===== src/source/pic_pkg.sv =====
// PIC shared definitions
// Widths, register map offsets and the packed types passed between
// the register, gateway, arbitration and claim stages

package pic_pkg;

   ///////////////////////////////////////////////////////////////////////
   // Widths
   ///////////////////////////////////////////////////////////////////////
   localparam int PRIO_BITS = 4;                  // Priority level width
   localparam int ID_BITS   = 8;                  // Claim id width, up to 256 sources

   typedef logic [PRIO_BITS-1:0] prio_t;
   typedef logic [ID_BITS-1:0]   id_t;

   localparam prio_t PRIO_MAX = 4'd15;           // Highest level in normal mode

   ///////////////////////////////////////////////////////////////////////
   // Register map, offsets from the base address
   ///////////////////////////////////////////////////////////////////////
   localparam logic [31:0] PRIO_OFFSET      = 32'h0000_0000;   // meipl per source
   localparam logic [31:0] PEND_OFFSET      = 32'h0000_1000;   // meip, 32 sources per word
   localparam logic [31:0] ENABLE_OFFSET    = 32'h0000_2000;   // meie per source
   localparam logic [31:0] CONFIG_OFFSET    = 32'h0000_3000;   // mpiccfg, priority order
   localparam logic [31:0] GW_CONFIG_OFFSET = 32'h0000_4000;   // meigwctrl per source
   localparam logic [31:0] GW_CLEAR_OFFSET  = 32'h0000_5000;   // meigwclr per source

   ///////////////////////////////////////////////////////////////////////
   // Shared structs
   ///////////////////////////////////////////////////////////////////////

   // Gateway control, bit 1 type and bit 0 polarity as on the bus
   typedef struct packed {
      logic edge_mode;                           // 1 = sticky edge capture
      logic polarity;                            // 1 = active low source
   } gw_cfg_t;

   // One entry of the compare tree
   typedef struct packed {
      id_t   id;
      prio_t prio;
   } cand_t;

   // Bus request as seen one cycle after the strobes
   typedef struct packed {
      logic        rden;
      logic        wren;
      logic [31:0] raddr;
      logic [31:0] waddr;
      logic [31:0] wdata;
   } bus_req_t;

endpackage

===== src/source/pic_ctrl.sv =====
// Programmable interrupt controller for one hart
// Register stage, gateway stage, arbitration stage and claim stage

module pic_ctrl #(
   parameter int          NUM_SOURCES = 32,              // Includes reserved source 0
   parameter logic [31:0] BASE_ADDR   = 32'hF00C_0000,
   parameter int          TWO_CYCLE   = 0                // 1 adds the mid-tree register
) (
   input  logic                     clk,
   input  logic                     reset,
   input  logic                     picm_rden,
   input  logic [31:0]              picm_rdaddr,
   input  logic                     picm_wren,
   input  logic [31:0]              picm_wraddr,
   input  logic [31:0]              picm_wr_data,
   input  logic [NUM_SOURCES-1:0]   extintsrc_req,
   input  pic_pkg::prio_t           meipt,
   input  pic_pkg::prio_t           meicurpl,
   output logic [31:0]              picm_rd_data,
   output pic_pkg::id_t             claimid,
   output pic_pkg::prio_t           pl,
   output logic                     mexintpend,
   output logic                     mhwakeup
);

   pic_pkg::gw_cfg_t [NUM_SOURCES-1:0]  gw_cfg;
   logic [NUM_SOURCES-1:0]              gw_clear;
   pic_pkg::prio_t [NUM_SOURCES-1:0]    eff_prio;
   logic [NUM_SOURCES-1:0]              enable;
   logic                                prio_reverse;
   logic [NUM_SOURCES-1:0]              gw_req;
   pic_pkg::cand_t                      winner;

   pic_reg_file #(.NUM_SOURCES(NUM_SOURCES), .BASE_ADDR(BASE_ADDR)) reg_file_inst (
      .clk, .reset,
      .picm_rden, .picm_rdaddr, .picm_wren, .picm_wraddr, .picm_wr_data,
      .gw_req, .picm_rd_data,
      .gw_cfg, .gw_clear, .eff_prio, .enable, .prio_reverse
   );

   pic_gateway_array #(.NUM_SOURCES(NUM_SOURCES)) gateway_inst (
      .clk, .reset, .extintsrc_req, .gw_cfg, .gw_clear, .gw_req
   );

   pic_priority_tree #(.NUM_SOURCES(NUM_SOURCES), .TWO_CYCLE(TWO_CYCLE)) tree_inst (
      .clk, .reset, .gw_req, .enable, .eff_prio, .winner
   );

   pic_claim_stage claim_inst (
      .clk, .reset, .winner, .prio_reverse, .meipt, .meicurpl,
      .claimid, .pl, .mexintpend, .mhwakeup
   );

endmodule


===== src/source/pic_claim_stage.sv =====
// PIC claim stage
// Restores the priority encoding of the winner, checks it against the
// threshold and current level and registers the core-side outputs

module pic_claim_stage (
   input  logic               clk,
   input  logic               reset,
   input  pic_pkg::cand_t     winner,
   input  logic               prio_reverse,
   input  pic_pkg::prio_t     meipt,          // Threshold
   input  pic_pkg::prio_t     meicurpl,       // Level being serviced
   output pic_pkg::id_t       claimid,
   output pic_pkg::prio_t     pl,
   output logic               mexintpend,
   output logic               mhwakeup
);

   pic_pkg::prio_t  pl_d;
   pic_pkg::prio_t  meipt_eff;
   pic_pkg::prio_t  curpl_eff;
   pic_pkg::prio_t  max_level;
   logic            mexintpend_d;
   logic            mhwakeup_d;

   // Tree works on effective levels, undo the inversion for pl
   assign pl_d      = prio_reverse ? ~winner.prio : winner.prio;

   // Compare in the effective domain
   assign meipt_eff = prio_reverse ? ~meipt : meipt;
   assign curpl_eff = prio_reverse ? ~meicurpl : meicurpl;

   assign mexintpend_d = (winner.prio > meipt_eff) & (winner.prio > curpl_eff);

   assign max_level  = prio_reverse ? '0 : pic_pkg::PRIO_MAX;
   assign mhwakeup_d = (pl_d == max_level);   // Most urgent level wakes the core

   always_ff @(posedge clk) begin
      if (reset) begin
         claimid    <= '0;
         pl         <= '0;
         mexintpend <= 1'b0;
         mhwakeup   <= 1'b0;
      end else begin
         claimid    <= winner.id;
         pl         <= pl_d;
         mexintpend <= mexintpend_d;
         mhwakeup   <= mhwakeup_d;
      end
   end

endmodule


===== src/source/pic_priority_tree.sv =====
// PIC arbitration stage
// Masks each source by pending and enable, then reduces the candidates
// pairwise to one winner. Optional register halfway down the tree.

module pic_priority_tree #(
   parameter int NUM_SOURCES = 32,
   parameter int TWO_CYCLE   = 0
) (
   input  logic                                 clk,
   input  logic                                 reset,
   input  logic [NUM_SOURCES-1:0]               gw_req,
   input  logic [NUM_SOURCES-1:0]               enable,
   input  pic_pkg::prio_t [NUM_SOURCES-1:0]     eff_prio,
   output pic_pkg::cand_t                       winner
);

   localparam int NUM_LEVELS = $clog2(NUM_SOURCES);
   localparam int LEAVES     = 2 ** NUM_LEVELS;      // Padded to a full tree
   localparam int MID        = NUM_LEVELS / 2;       // Level of the optional register
   localparam int MID_W      = LEAVES >> MID;

   pic_pkg::prio_t [LEAVES-1:0]  leaf_prio;
   pic_pkg::cand_t               mid_d   [MID_W];
   pic_pkg::cand_t               mid_sel [MID_W];

   // Keep a unless b is strictly higher, ties go to the lower id
   function automatic pic_pkg::cand_t cmp_sel(input pic_pkg::cand_t a,
                                              input pic_pkg::cand_t b);
      return (b.prio > a.prio) ? b : a;
   endfunction

   always_comb begin
      leaf_prio = '0;   // Pads stay at 0
      for (int i = 0; i < NUM_SOURCES; i++) begin
         leaf_prio[i] = (gw_req[i] & enable[i]) ? eff_prio[i] : '0;
      end
   end

   ///////////////////////////////////////////////////////////////////////
   // Upper half of the tree
   ///////////////////////////////////////////////////////////////////////
   always_comb begin : upper_half
      pic_pkg::cand_t lvl [LEAVES];
      for (int i = 0; i < LEAVES; i++) begin
         lvl[i].id   = pic_pkg::id_t'(i);
         lvl[i].prio = leaf_prio[i];
      end
      // Reduce in place, entry m is written after 2m and 2m+1 are read
      for (int l = 0; l < MID; l++) begin
         for (int m = 0; m < (LEAVES >> (l + 1)); m++) begin
            lvl[m] = cmp_sel(lvl[2*m], lvl[2*m+1]);
         end
      end
      for (int j = 0; j < MID_W; j++) begin
         mid_d[j] = lvl[j];
      end
   end

   if (TWO_CYCLE != 0) begin : gen_mid_reg
      pic_pkg::cand_t mid_q [MID_W];

      always_ff @(posedge clk) begin
         if (reset) begin
            mid_q <= '{default: '0};
         end else begin
            mid_q <= mid_d;
         end
      end
      assign mid_sel = mid_q;
   end else begin : gen_mid_comb
      assign mid_sel = mid_d;   // Straight through
   end

   ///////////////////////////////////////////////////////////////////////
   // Lower half of the tree
   ///////////////////////////////////////////////////////////////////////
   always_comb begin : lower_half
      pic_pkg::cand_t lvl [MID_W];
      lvl = mid_sel;
      for (int l = MID; l < NUM_LEVELS; l++) begin
         for (int m = 0; m < (LEAVES >> (l + 1)); m++) begin
            lvl[m] = cmp_sel(lvl[2*m], lvl[2*m+1]);
         end
      end
      winner = lvl[0];
   end

endmodule


===== src/source/pic_gateway_array.sv =====
// PIC gateway stage
// Synchronizes each external source, corrects its polarity and either
// passes the level or holds it in a sticky pending flop until cleared

module pic_gateway_array #(
   parameter int NUM_SOURCES = 32
) (
   input  logic                                 clk,
   input  logic                                 reset,
   input  logic [NUM_SOURCES-1:0]               extintsrc_req,   // Asynchronous levels
   input  pic_pkg::gw_cfg_t [NUM_SOURCES-1:0]   gw_cfg,
   input  logic [NUM_SOURCES-1:0]               gw_clear,
   output logic [NUM_SOURCES-1:0]               gw_req
);

   // Source 0 is reserved
   assign gw_req[0] = 1'b0;

   ///////////////////////////////////////////////////////////////////////
   // One gateway per source
   ///////////////////////////////////////////////////////////////////////
   for (genvar i = 1; i < NUM_SOURCES; i++) begin : gen_gw
      logic sync_q1;
      logic sync_q2;
      logic pend_q;
      logic level;
      logic pend_d;

      // Two-flop synchronizer
      always_ff @(posedge clk) begin
         if (reset) begin
            sync_q1 <= 1'b0;
            sync_q2 <= 1'b0;
         end else begin
            sync_q1 <= extintsrc_req[i];
            sync_q2 <= sync_q1;
         end
      end

      assign level  = sync_q2 ^ gw_cfg[i].polarity;        // Active high from here on
      assign pend_d = level | (pend_q & ~gw_clear[i]);     // Hold until meigwclr

      always_ff @(posedge clk) begin
         if (reset) begin
            pend_q <= 1'b0;
         end else begin
            pend_q <= pend_d;
         end
      end

      // Edge sources see the sticky copy as well
      assign gw_req[i] = gw_cfg[i].edge_mode ? (level | pend_q) : level;
   end

endmodule


===== src/source/pic_reg_file.sv =====
// PIC register stage
// Registers the bus strobes, decodes the register map and holds the
// priority, enable, gateway and priority order registers. Builds the
// read data with write-to-read bypass.

module pic_reg_file #(
   parameter int          NUM_SOURCES = 32,
   parameter logic [31:0] BASE_ADDR   = 32'hF00C_0000
) (
   input  logic                                 clk,
   input  logic                                 reset,
   input  logic                                 picm_rden,
   input  logic [31:0]                          picm_rdaddr,
   input  logic                                 picm_wren,
   input  logic [31:0]                          picm_wraddr,
   input  logic [31:0]                          picm_wr_data,
   input  logic [NUM_SOURCES-1:0]               gw_req,        // Gateway outputs for meip
   output logic [31:0]                          picm_rd_data,
   output pic_pkg::gw_cfg_t [NUM_SOURCES-1:0]   gw_cfg,
   output logic [NUM_SOURCES-1:0]               gw_clear,
   output pic_pkg::prio_t [NUM_SOURCES-1:0]     eff_prio,
   output logic [NUM_SOURCES-1:0]               enable,
   output logic                                 prio_reverse
);

   localparam int NUM_LEVELS = $clog2(NUM_SOURCES);
   localparam int HI         = NUM_LEVELS + 2;              // First bit above the word index
   localparam int PEND_WORDS = (NUM_SOURCES + 31) / 32;

   localparam logic [31:0] PRIO_ADDR     = BASE_ADDR + pic_pkg::PRIO_OFFSET;
   localparam logic [31:0] PEND_ADDR     = BASE_ADDR + pic_pkg::PEND_OFFSET;
   localparam logic [31:0] ENABLE_ADDR   = BASE_ADDR + pic_pkg::ENABLE_OFFSET;
   localparam logic [31:0] CONFIG_ADDR   = BASE_ADDR + pic_pkg::CONFIG_OFFSET;
   localparam logic [31:0] GW_CFG_ADDR   = BASE_ADDR + pic_pkg::GW_CONFIG_OFFSET;
   localparam logic [31:0] GW_CLEAR_ADDR = BASE_ADDR + pic_pkg::GW_CLEAR_OFFSET;

   pic_pkg::bus_req_t                 bus_q;
   logic [NUM_LEVELS-1:0]             ridx;
   logic [NUM_LEVELS-1:0]             widx;
   logic                              rd_prio, rd_pend, rd_enable, rd_gw_cfg, rd_config;
   logic                              wr_prio, wr_enable, wr_gw_cfg, wr_gw_clear, wr_config;
   pic_pkg::prio_t [NUM_SOURCES-1:0]  prio_reg;
   logic [PEND_WORDS*32-1:0]          pend_ext;
   logic [31:0]                       rd_mux;
   logic                              bypass;

   ///////////////////////////////////////////////////////////////////////
   // Bus input register
   ///////////////////////////////////////////////////////////////////////
   always_ff @(posedge clk) begin
      bus_q.raddr <= picm_rdaddr;
      bus_q.waddr <= picm_wraddr;
      bus_q.wdata <= picm_wr_data;
      if (reset) begin
         bus_q.rden <= 1'b0;
         bus_q.wren <= 1'b0;
      end else begin
         bus_q.rden <= picm_rden;
         bus_q.wren <= picm_wren;
      end
   end

   assign ridx = bus_q.raddr[HI-1:2];   // Source or pending word
   assign widx = bus_q.waddr[HI-1:2];

   // Block decode on the bits above the index
   assign rd_prio     = bus_q.rden & (bus_q.raddr[31:HI] == PRIO_ADDR[31:HI]);
   assign rd_pend     = bus_q.rden & (bus_q.raddr[31:HI] == PEND_ADDR[31:HI]);
   assign rd_enable   = bus_q.rden & (bus_q.raddr[31:HI] == ENABLE_ADDR[31:HI]);
   assign rd_gw_cfg   = bus_q.rden & (bus_q.raddr[31:HI] == GW_CFG_ADDR[31:HI]);
   assign rd_config   = bus_q.rden & (bus_q.raddr == CONFIG_ADDR);    // Single register

   assign wr_prio     = bus_q.wren & (bus_q.waddr[31:HI] == PRIO_ADDR[31:HI]);
   assign wr_enable   = bus_q.wren & (bus_q.waddr[31:HI] == ENABLE_ADDR[31:HI]);
   assign wr_gw_cfg   = bus_q.wren & (bus_q.waddr[31:HI] == GW_CFG_ADDR[31:HI]);
   assign wr_gw_clear = bus_q.wren & (bus_q.waddr[31:HI] == GW_CLEAR_ADDR[31:HI]);
   assign wr_config   = bus_q.wren & (bus_q.waddr == CONFIG_ADDR);

   ///////////////////////////////////////////////////////////////////////
   // Configuration registers
   ///////////////////////////////////////////////////////////////////////
   always_ff @(posedge clk) begin
      if (reset) begin
         prio_reg     <= '0;
         enable       <= '0;
         gw_cfg       <= '0;
         prio_reverse <= 1'b0;
      end else begin
         // Loop starts at 1, source 0 stays zero
         for (int i = 1; i < NUM_SOURCES; i++) begin
            if (wr_prio && (widx == i)) begin
               prio_reg[i] <= bus_q.wdata[pic_pkg::PRIO_BITS-1:0];
            end
            if (wr_enable && (widx == i)) begin
               enable[i] <= bus_q.wdata[0];
            end
            if (wr_gw_cfg && (widx == i)) begin
               gw_cfg[i] <= pic_pkg::gw_cfg_t'(bus_q.wdata[1:0]);
            end
         end
         if (wr_config) begin
            prio_reverse <= bus_q.wdata[0];
         end
      end
   end

   // Clear pulse lasts the registered write cycle only
   always_comb begin
      gw_clear = '0;
      for (int i = 1; i < NUM_SOURCES; i++) begin
         gw_clear[i] = wr_gw_clear & (widx == i);
      end
   end

   // Reverse order turns the tree into a search for the lowest level
   always_comb begin
      for (int i = 0; i < NUM_SOURCES; i++) begin
         eff_prio[i] = prio_reverse ? ~prio_reg[i] : prio_reg[i];
      end
   end

   ///////////////////////////////////////////////////////////////////////
   // Read data
   ///////////////////////////////////////////////////////////////////////
   always_comb begin
      pend_ext                   = '0;
      pend_ext[NUM_SOURCES-1:0]  = gw_req;
   end

   always_comb begin
      rd_mux = '0;
      for (int i = 1; i < NUM_SOURCES; i++) begin
         if (ridx == i) begin
            if (rd_prio) begin
               rd_mux[pic_pkg::PRIO_BITS-1:0] = prio_reg[i];
            end
            if (rd_enable) begin
               rd_mux[0] = enable[i];
            end
            if (rd_gw_cfg) begin
               rd_mux[1:0] = gw_cfg[i];
            end
         end
      end
      for (int w = 0; w < PEND_WORDS; w++) begin
         if (rd_pend && (ridx == w)) begin
            rd_mux = pend_ext[32*w +: 32];   // 32 sources per word
         end
      end
      if (rd_config) begin
         rd_mux[0] = prio_reverse;
      end
   end

   assign bypass       = bus_q.rden & bus_q.wren & (bus_q.raddr == bus_q.waddr);
   assign picm_rd_data = bypass ? bus_q.wdata : rd_mux;   // Same-cycle write wins

endmodule


===== config.mk =====
export PLATFORM = sky130hd
export DESIGN_NAME = pic_ctrl
export DESIGN_NICKNAME = d
export VERILOG_FILES = /design/src/source/pic_pkg.sv /design/src/source/pic_ctrl.sv /design/src/source/pic_claim_stage.sv /design/src/source/pic_priority_tree.sv /design/src/source/pic_gateway_array.sv /design/src/source/pic_reg_file.sv
export SDC_FILE = /design/constraint.sdc
export NUM_CORES = 1
export LEC_CHECK = 0
export ABC_AREA = 1
export BUFFER_PORTS_ARGS = -buffer_cell sky130_fd_sc_hd__buf_2
export CAP_MARGIN = 0
export CORE_ASPECT_RATIO = 1.75
export CORE_UTILIZATION = 38
export CTS_CLUSTER_SIZE = 25
export DETAILED_ROUTE_END_ITERATION = 6
export PLACE_DENSITY = 0.58
export SYNTH_ARGS = -nofsm -noshare
export SYNTH_HDL_FRONTEND = slang
export SYNTH_SLANG_ARGS = --single-unit

===== constraint.sdc =====
create_clock -name clk -period 9.2 [get_ports clk]
set_input_delay 0.92 -clock clk [delete_from_list [all_inputs] [get_ports clk]]
set_output_delay 0.92 -clock clk [all_outputs]
set_load 0.02 [all_outputs]

==> results.md <==
| Metric | Reported | Unit |
|---|---|---|
| Top Ports | 186 | - |
| Post-route design area | 29230 | um^2 |
| Yosys synthesis warning count | 0 | - |
| Post-route worst setup slack | -3.414 | ns |
| Crit path buffers/inverters | 2 | - |
| Top_reg_cell synth | sky130_fd_sc_hd__dfxtp_1 | - |
| Clock buffers created by TritonCTS | 43 | - |
| Core footprint | 63500 | um^2 |
| FFs w/ async S/R, synth | 0 | - |
| Final std cells w/o fill | 4786 | - |
| Number of synthesized register bits | 420 | - |
| Final layout net count | 4215 | - |
| EDFF count, synth | 0 | - |
| Via count of the first global-routing pass | 23059 | - |
| CTS root buffer | sky130_fd_sc_hd__clkbuf_16 | - |
| Buffer depth of the longest clock path | 3 | - |
| Commonest cells post-synth | sky130_fd_sc_hd__nand2_1, sky130_fd_sc_hd__inv_1, sky130_fd_sc_hd__nor2_1, sky130_fd_sc_hd__dfxtp_1, sky130_fd_sc_hd__o21ai_0 | - |
| Number of buffers inserted for hold repair after clock tree synthesis | 0 | - |
| Maximum number of pins on one net before global-route repair | 103 | - |
| Final wirelength | 83610 | um |
| Startpoint kind of the worst setup timing path | flip-flop | - |
| Die height | 338.1 | um |
| Critical Path Fanout Max | 4 | - |
| Synth cell types | 50 | - |
| Ratio of cells with drive above 1 in the final layout | 0.1568 | - |
| Count of TritonRoute iterations in the first routing pass | 5 | - |
| Cell taking the most area after synthesis | sky130_fd_sc_hd__dfxtp_1 | - |
| Cell occurring most often along the worst timing path | sky130_fd_sc_hd__nand2_1 | - |
| Row Count | 122 | - |
| Post-synthesis instance area | 24520 | um^2 |
| Clock network latency to the later pin of the worst-skew pair | 0.60 | ns |
| Share of total power in combinational logic | 0.052 | - |
| Kind of path behind the tightest hold check | reg -> reg | - |
| Global-route wire length before repair | 127900 | um |
| Sinks on the clock net | 420 | - |
| Reported net switching power | 0.9686 | mW |
| Synthesized area per cell | 6.717 | um^2 |
| Share of the synthesized area in the top cell type | 0.3429 | - |
| Detailed router's first-iteration violation count | 1672 | - |
| Final critical path time including I/O delays and setup | 12.61 | ns |
| Delay of the slowest cell on the worst path | 0.32 | ns |
| Floorplan die area | 65600 | um^2 |
| Violations in the final reports | negative setup slack | - |
| Slew of the pin with the lowest slew margin | 1.209 | ns |
| Number of vias after detailed routing | 24606 | - |
| Via/cell ratio | 5.141 | - |
| Top post-synthesis cells by area | sky130_fd_sc_hd__dfxtp_1, sky130_fd_sc_hd__nand2_1, sky130_fd_sc_hd__o21ai_0 | - |
| Fraction of the yosys area taken by sequential cells | 0.3429 | - |
| Number of H-tree levels | 2 | - |
| Global route overflow | 0 | - |
| Initial standard-cell utilization of the core | 0.3862 | - |
| Share of the cycle needed by the critical path after routing | 1.371 | - |
| Final Hold Violating Endpoints | 0 | - |
| Cell at the slowest stage of the critical path | sky130_fd_sc_hd__dfxtp_2 | - |
| Net switching share of the total power | 0.2436 | - |
| Post-placement cell area | 27280 | um^2 |
| Leading cell type by number of instances after synthesis | sky130_fd_sc_hd__nand2_1 | - |
| Lkg Pwr | 12.59 | nW |
| Initial antenna violation count | 0 | - |
| Max Cap Viol | 0 | - |
| Critical Path End Type | output port | - |
| Clk pwr share | 0.474 | - |
| Setup violation total in the final timing report | 2 | - |
| Critical path data arrival time | 11.69 | ns |
| Cell Pwr Density | 136.0 | nW/um^2 |
| Outcome | finished, violations left | - |
| Number of nets with antenna violations after detailed routing | 0 | - |
| Remaining max-slew budget at the tightest pin | 0.1877 | - |
| P&R area growth vs syn | 19.19 | % |
| Diodes inserted | 0 | - |
| Routed WL per cell | 17.47 | um |
| Unrepaired setup endpoints after global routing | true | - |
| Inst Count DP | 4691 | - |
| Share of power burned in registers | 0.474 | - |
| Worst clock skew | 0.02242 | ns |
| Routability congestion estimate | 0.9733 | - |
| Worst setup path category | reg -> out | - |
| Data required time at the worst endpoint | 8.28 | ns |
| Number of flip-flops in the largest register | 124 | - |
| Internal | 3.007 | mW |
| Max-slew violations | 0 | - |
| Die Width | 194.0 | um |
| Peak supply drop | 0.1526 | mV |
| GR Util All Layers | 0.2500 | - |
| Clock input transition at the sequential cells of the worst setup and hold paths | 0.06 | ns |
| CP delay by family, top | simple AND/OR/NAND/NOR gates | - |
| DRC Markers | 0 | - |
| Number of port buffers | 181 | - |
| Top achievable clock speed | 79.28 | MHz |
| TritonCTS clock tree | built | - |
| Estimated wirelength of the detail-placed design | 63560 | um |
| Mapped Cells | 3651 | - |
[cells in the final DEF (no fill, tap or decap), drive strengths merged, types with 61 or more instances in the layout]
master  count
o21ai     388
nor2      479
a21oi     283
inv       501
clkbuf     61
ha        128
nand3      72
buf       394
dfxtp     420
a211oi    128
nand2     770
or2        69
[layout make-up]
cell class,instances,area (um^2)
clock buffers,57,1240
clock inverters,21,256.5
fillers,6688,34270
inverters,501,1898
multi-input cells,2583,13720
flip-flops and latches,420,8417
well taps,806,1008
repair buffers,398,2693
[path summary, 6_finish.rpt]
| kind | to | start | cells after the start | slack (ns) |
|---|---|---|---|---|
| setup / recovery | picm_rd_data[0] | reg_file_inst.bus_q[80] | 182 | -3.41 |
| hold / removal | gateway_inst.gen_gw[23].sync_q2 | gateway_inst.gen_gw[23].sync_q1 | 2 | 0.40 |
| setup reg to reg | claim_inst.mexintpend | reg_file_inst.gw_cfg[6] | 45 | 0.62 |
| hold reg to reg | gateway_inst.gen_gw[23].sync_q2 | gateway_inst.gen_gw[23].sync_q1 | 2 | 0.40 |
[metal layers]
| metal | track usage | share of wire | vias up |
|---|---|---|---|
| li1 | - | - | 12608 |
| met1 | 0.3031 | 0.42 | 11015 |
| met2 | 0.4353 | 0.47 | 794 |
| met3 | 0.02597 | 0.052 | 189 |
| met4 | 0.1331 | 0.056 | 0 |
| met5 | 0 | 0 | - |
[stage by stage]
stage	setup WS [ns]	setup TNS, ns	power [mW]	utilization	hold WS [ns]
3_3_place_gp	-2.785	-2.785	2.129	0.4296	0.3907
4_1_cts	-3.411	-3.411	4.006	0.4545	0.3958
6_report	-3.414	-4.009	3.976	0.4603	0.3995
2_1_floorplan	-1.052	-1.052	2.027	-	0.3883
3_5_place_dp	-2.969	-2.969	2.130	0.4296	0.3928
5_1_grt	-5.230	-6.254	4.089	0.4603	0.4031
[cell families (layout without fill, tap and decap cells)]
| family | Yosys count | after routing | share of synthesized area |
|---|---|---|---|
| compound gates | 930 | 930 | 0.2209 |
| xor+xnor | 59 | 59 | 0.02107 |
| fa+ha+maj | 128 | 128 | 0.06531 |
| buf+inv | 650 | 977 | 0.1057 |
| flops | 420 | 420 | 0.3429 |
| other cells | 1 | 3 | 0.0001529 |
| simple gates | 1463 | 1463 | 0.2440 |
[worst min-delay path, cell delays in order (launching register included)]
cell and delay, ns:
sky130_fd_sc_hd__dfxtp_1 0.30, sky130_fd_sc_hd__inv_1 0.04, sky130_fd_sc_hd__nor2_1 0.03
[power by group through the flow]
stage | logic, mW | registers, mW | clock network [mW]
after detailed placement | 0.204 | 1.93 | 0
after global placement | 0.204 | 1.93 | 0
after floorplan | 0.108 | 1.92 | 0
after CTS | 0.205 | 1.88 | 1.92
final | 0.207 | 1.89 | 1.88
after global routing | 0.227 | 1.89 | 1.97
[repair_timing]
action,in CTS,in global routing
pin swaps,4,38
resized for setup,19,63
endpoints found under the setup margin,2,13
setup buffers,2,12
hold endpoints to repair,0,0
cloned,0,3
(Power assumes the default switching activity.)
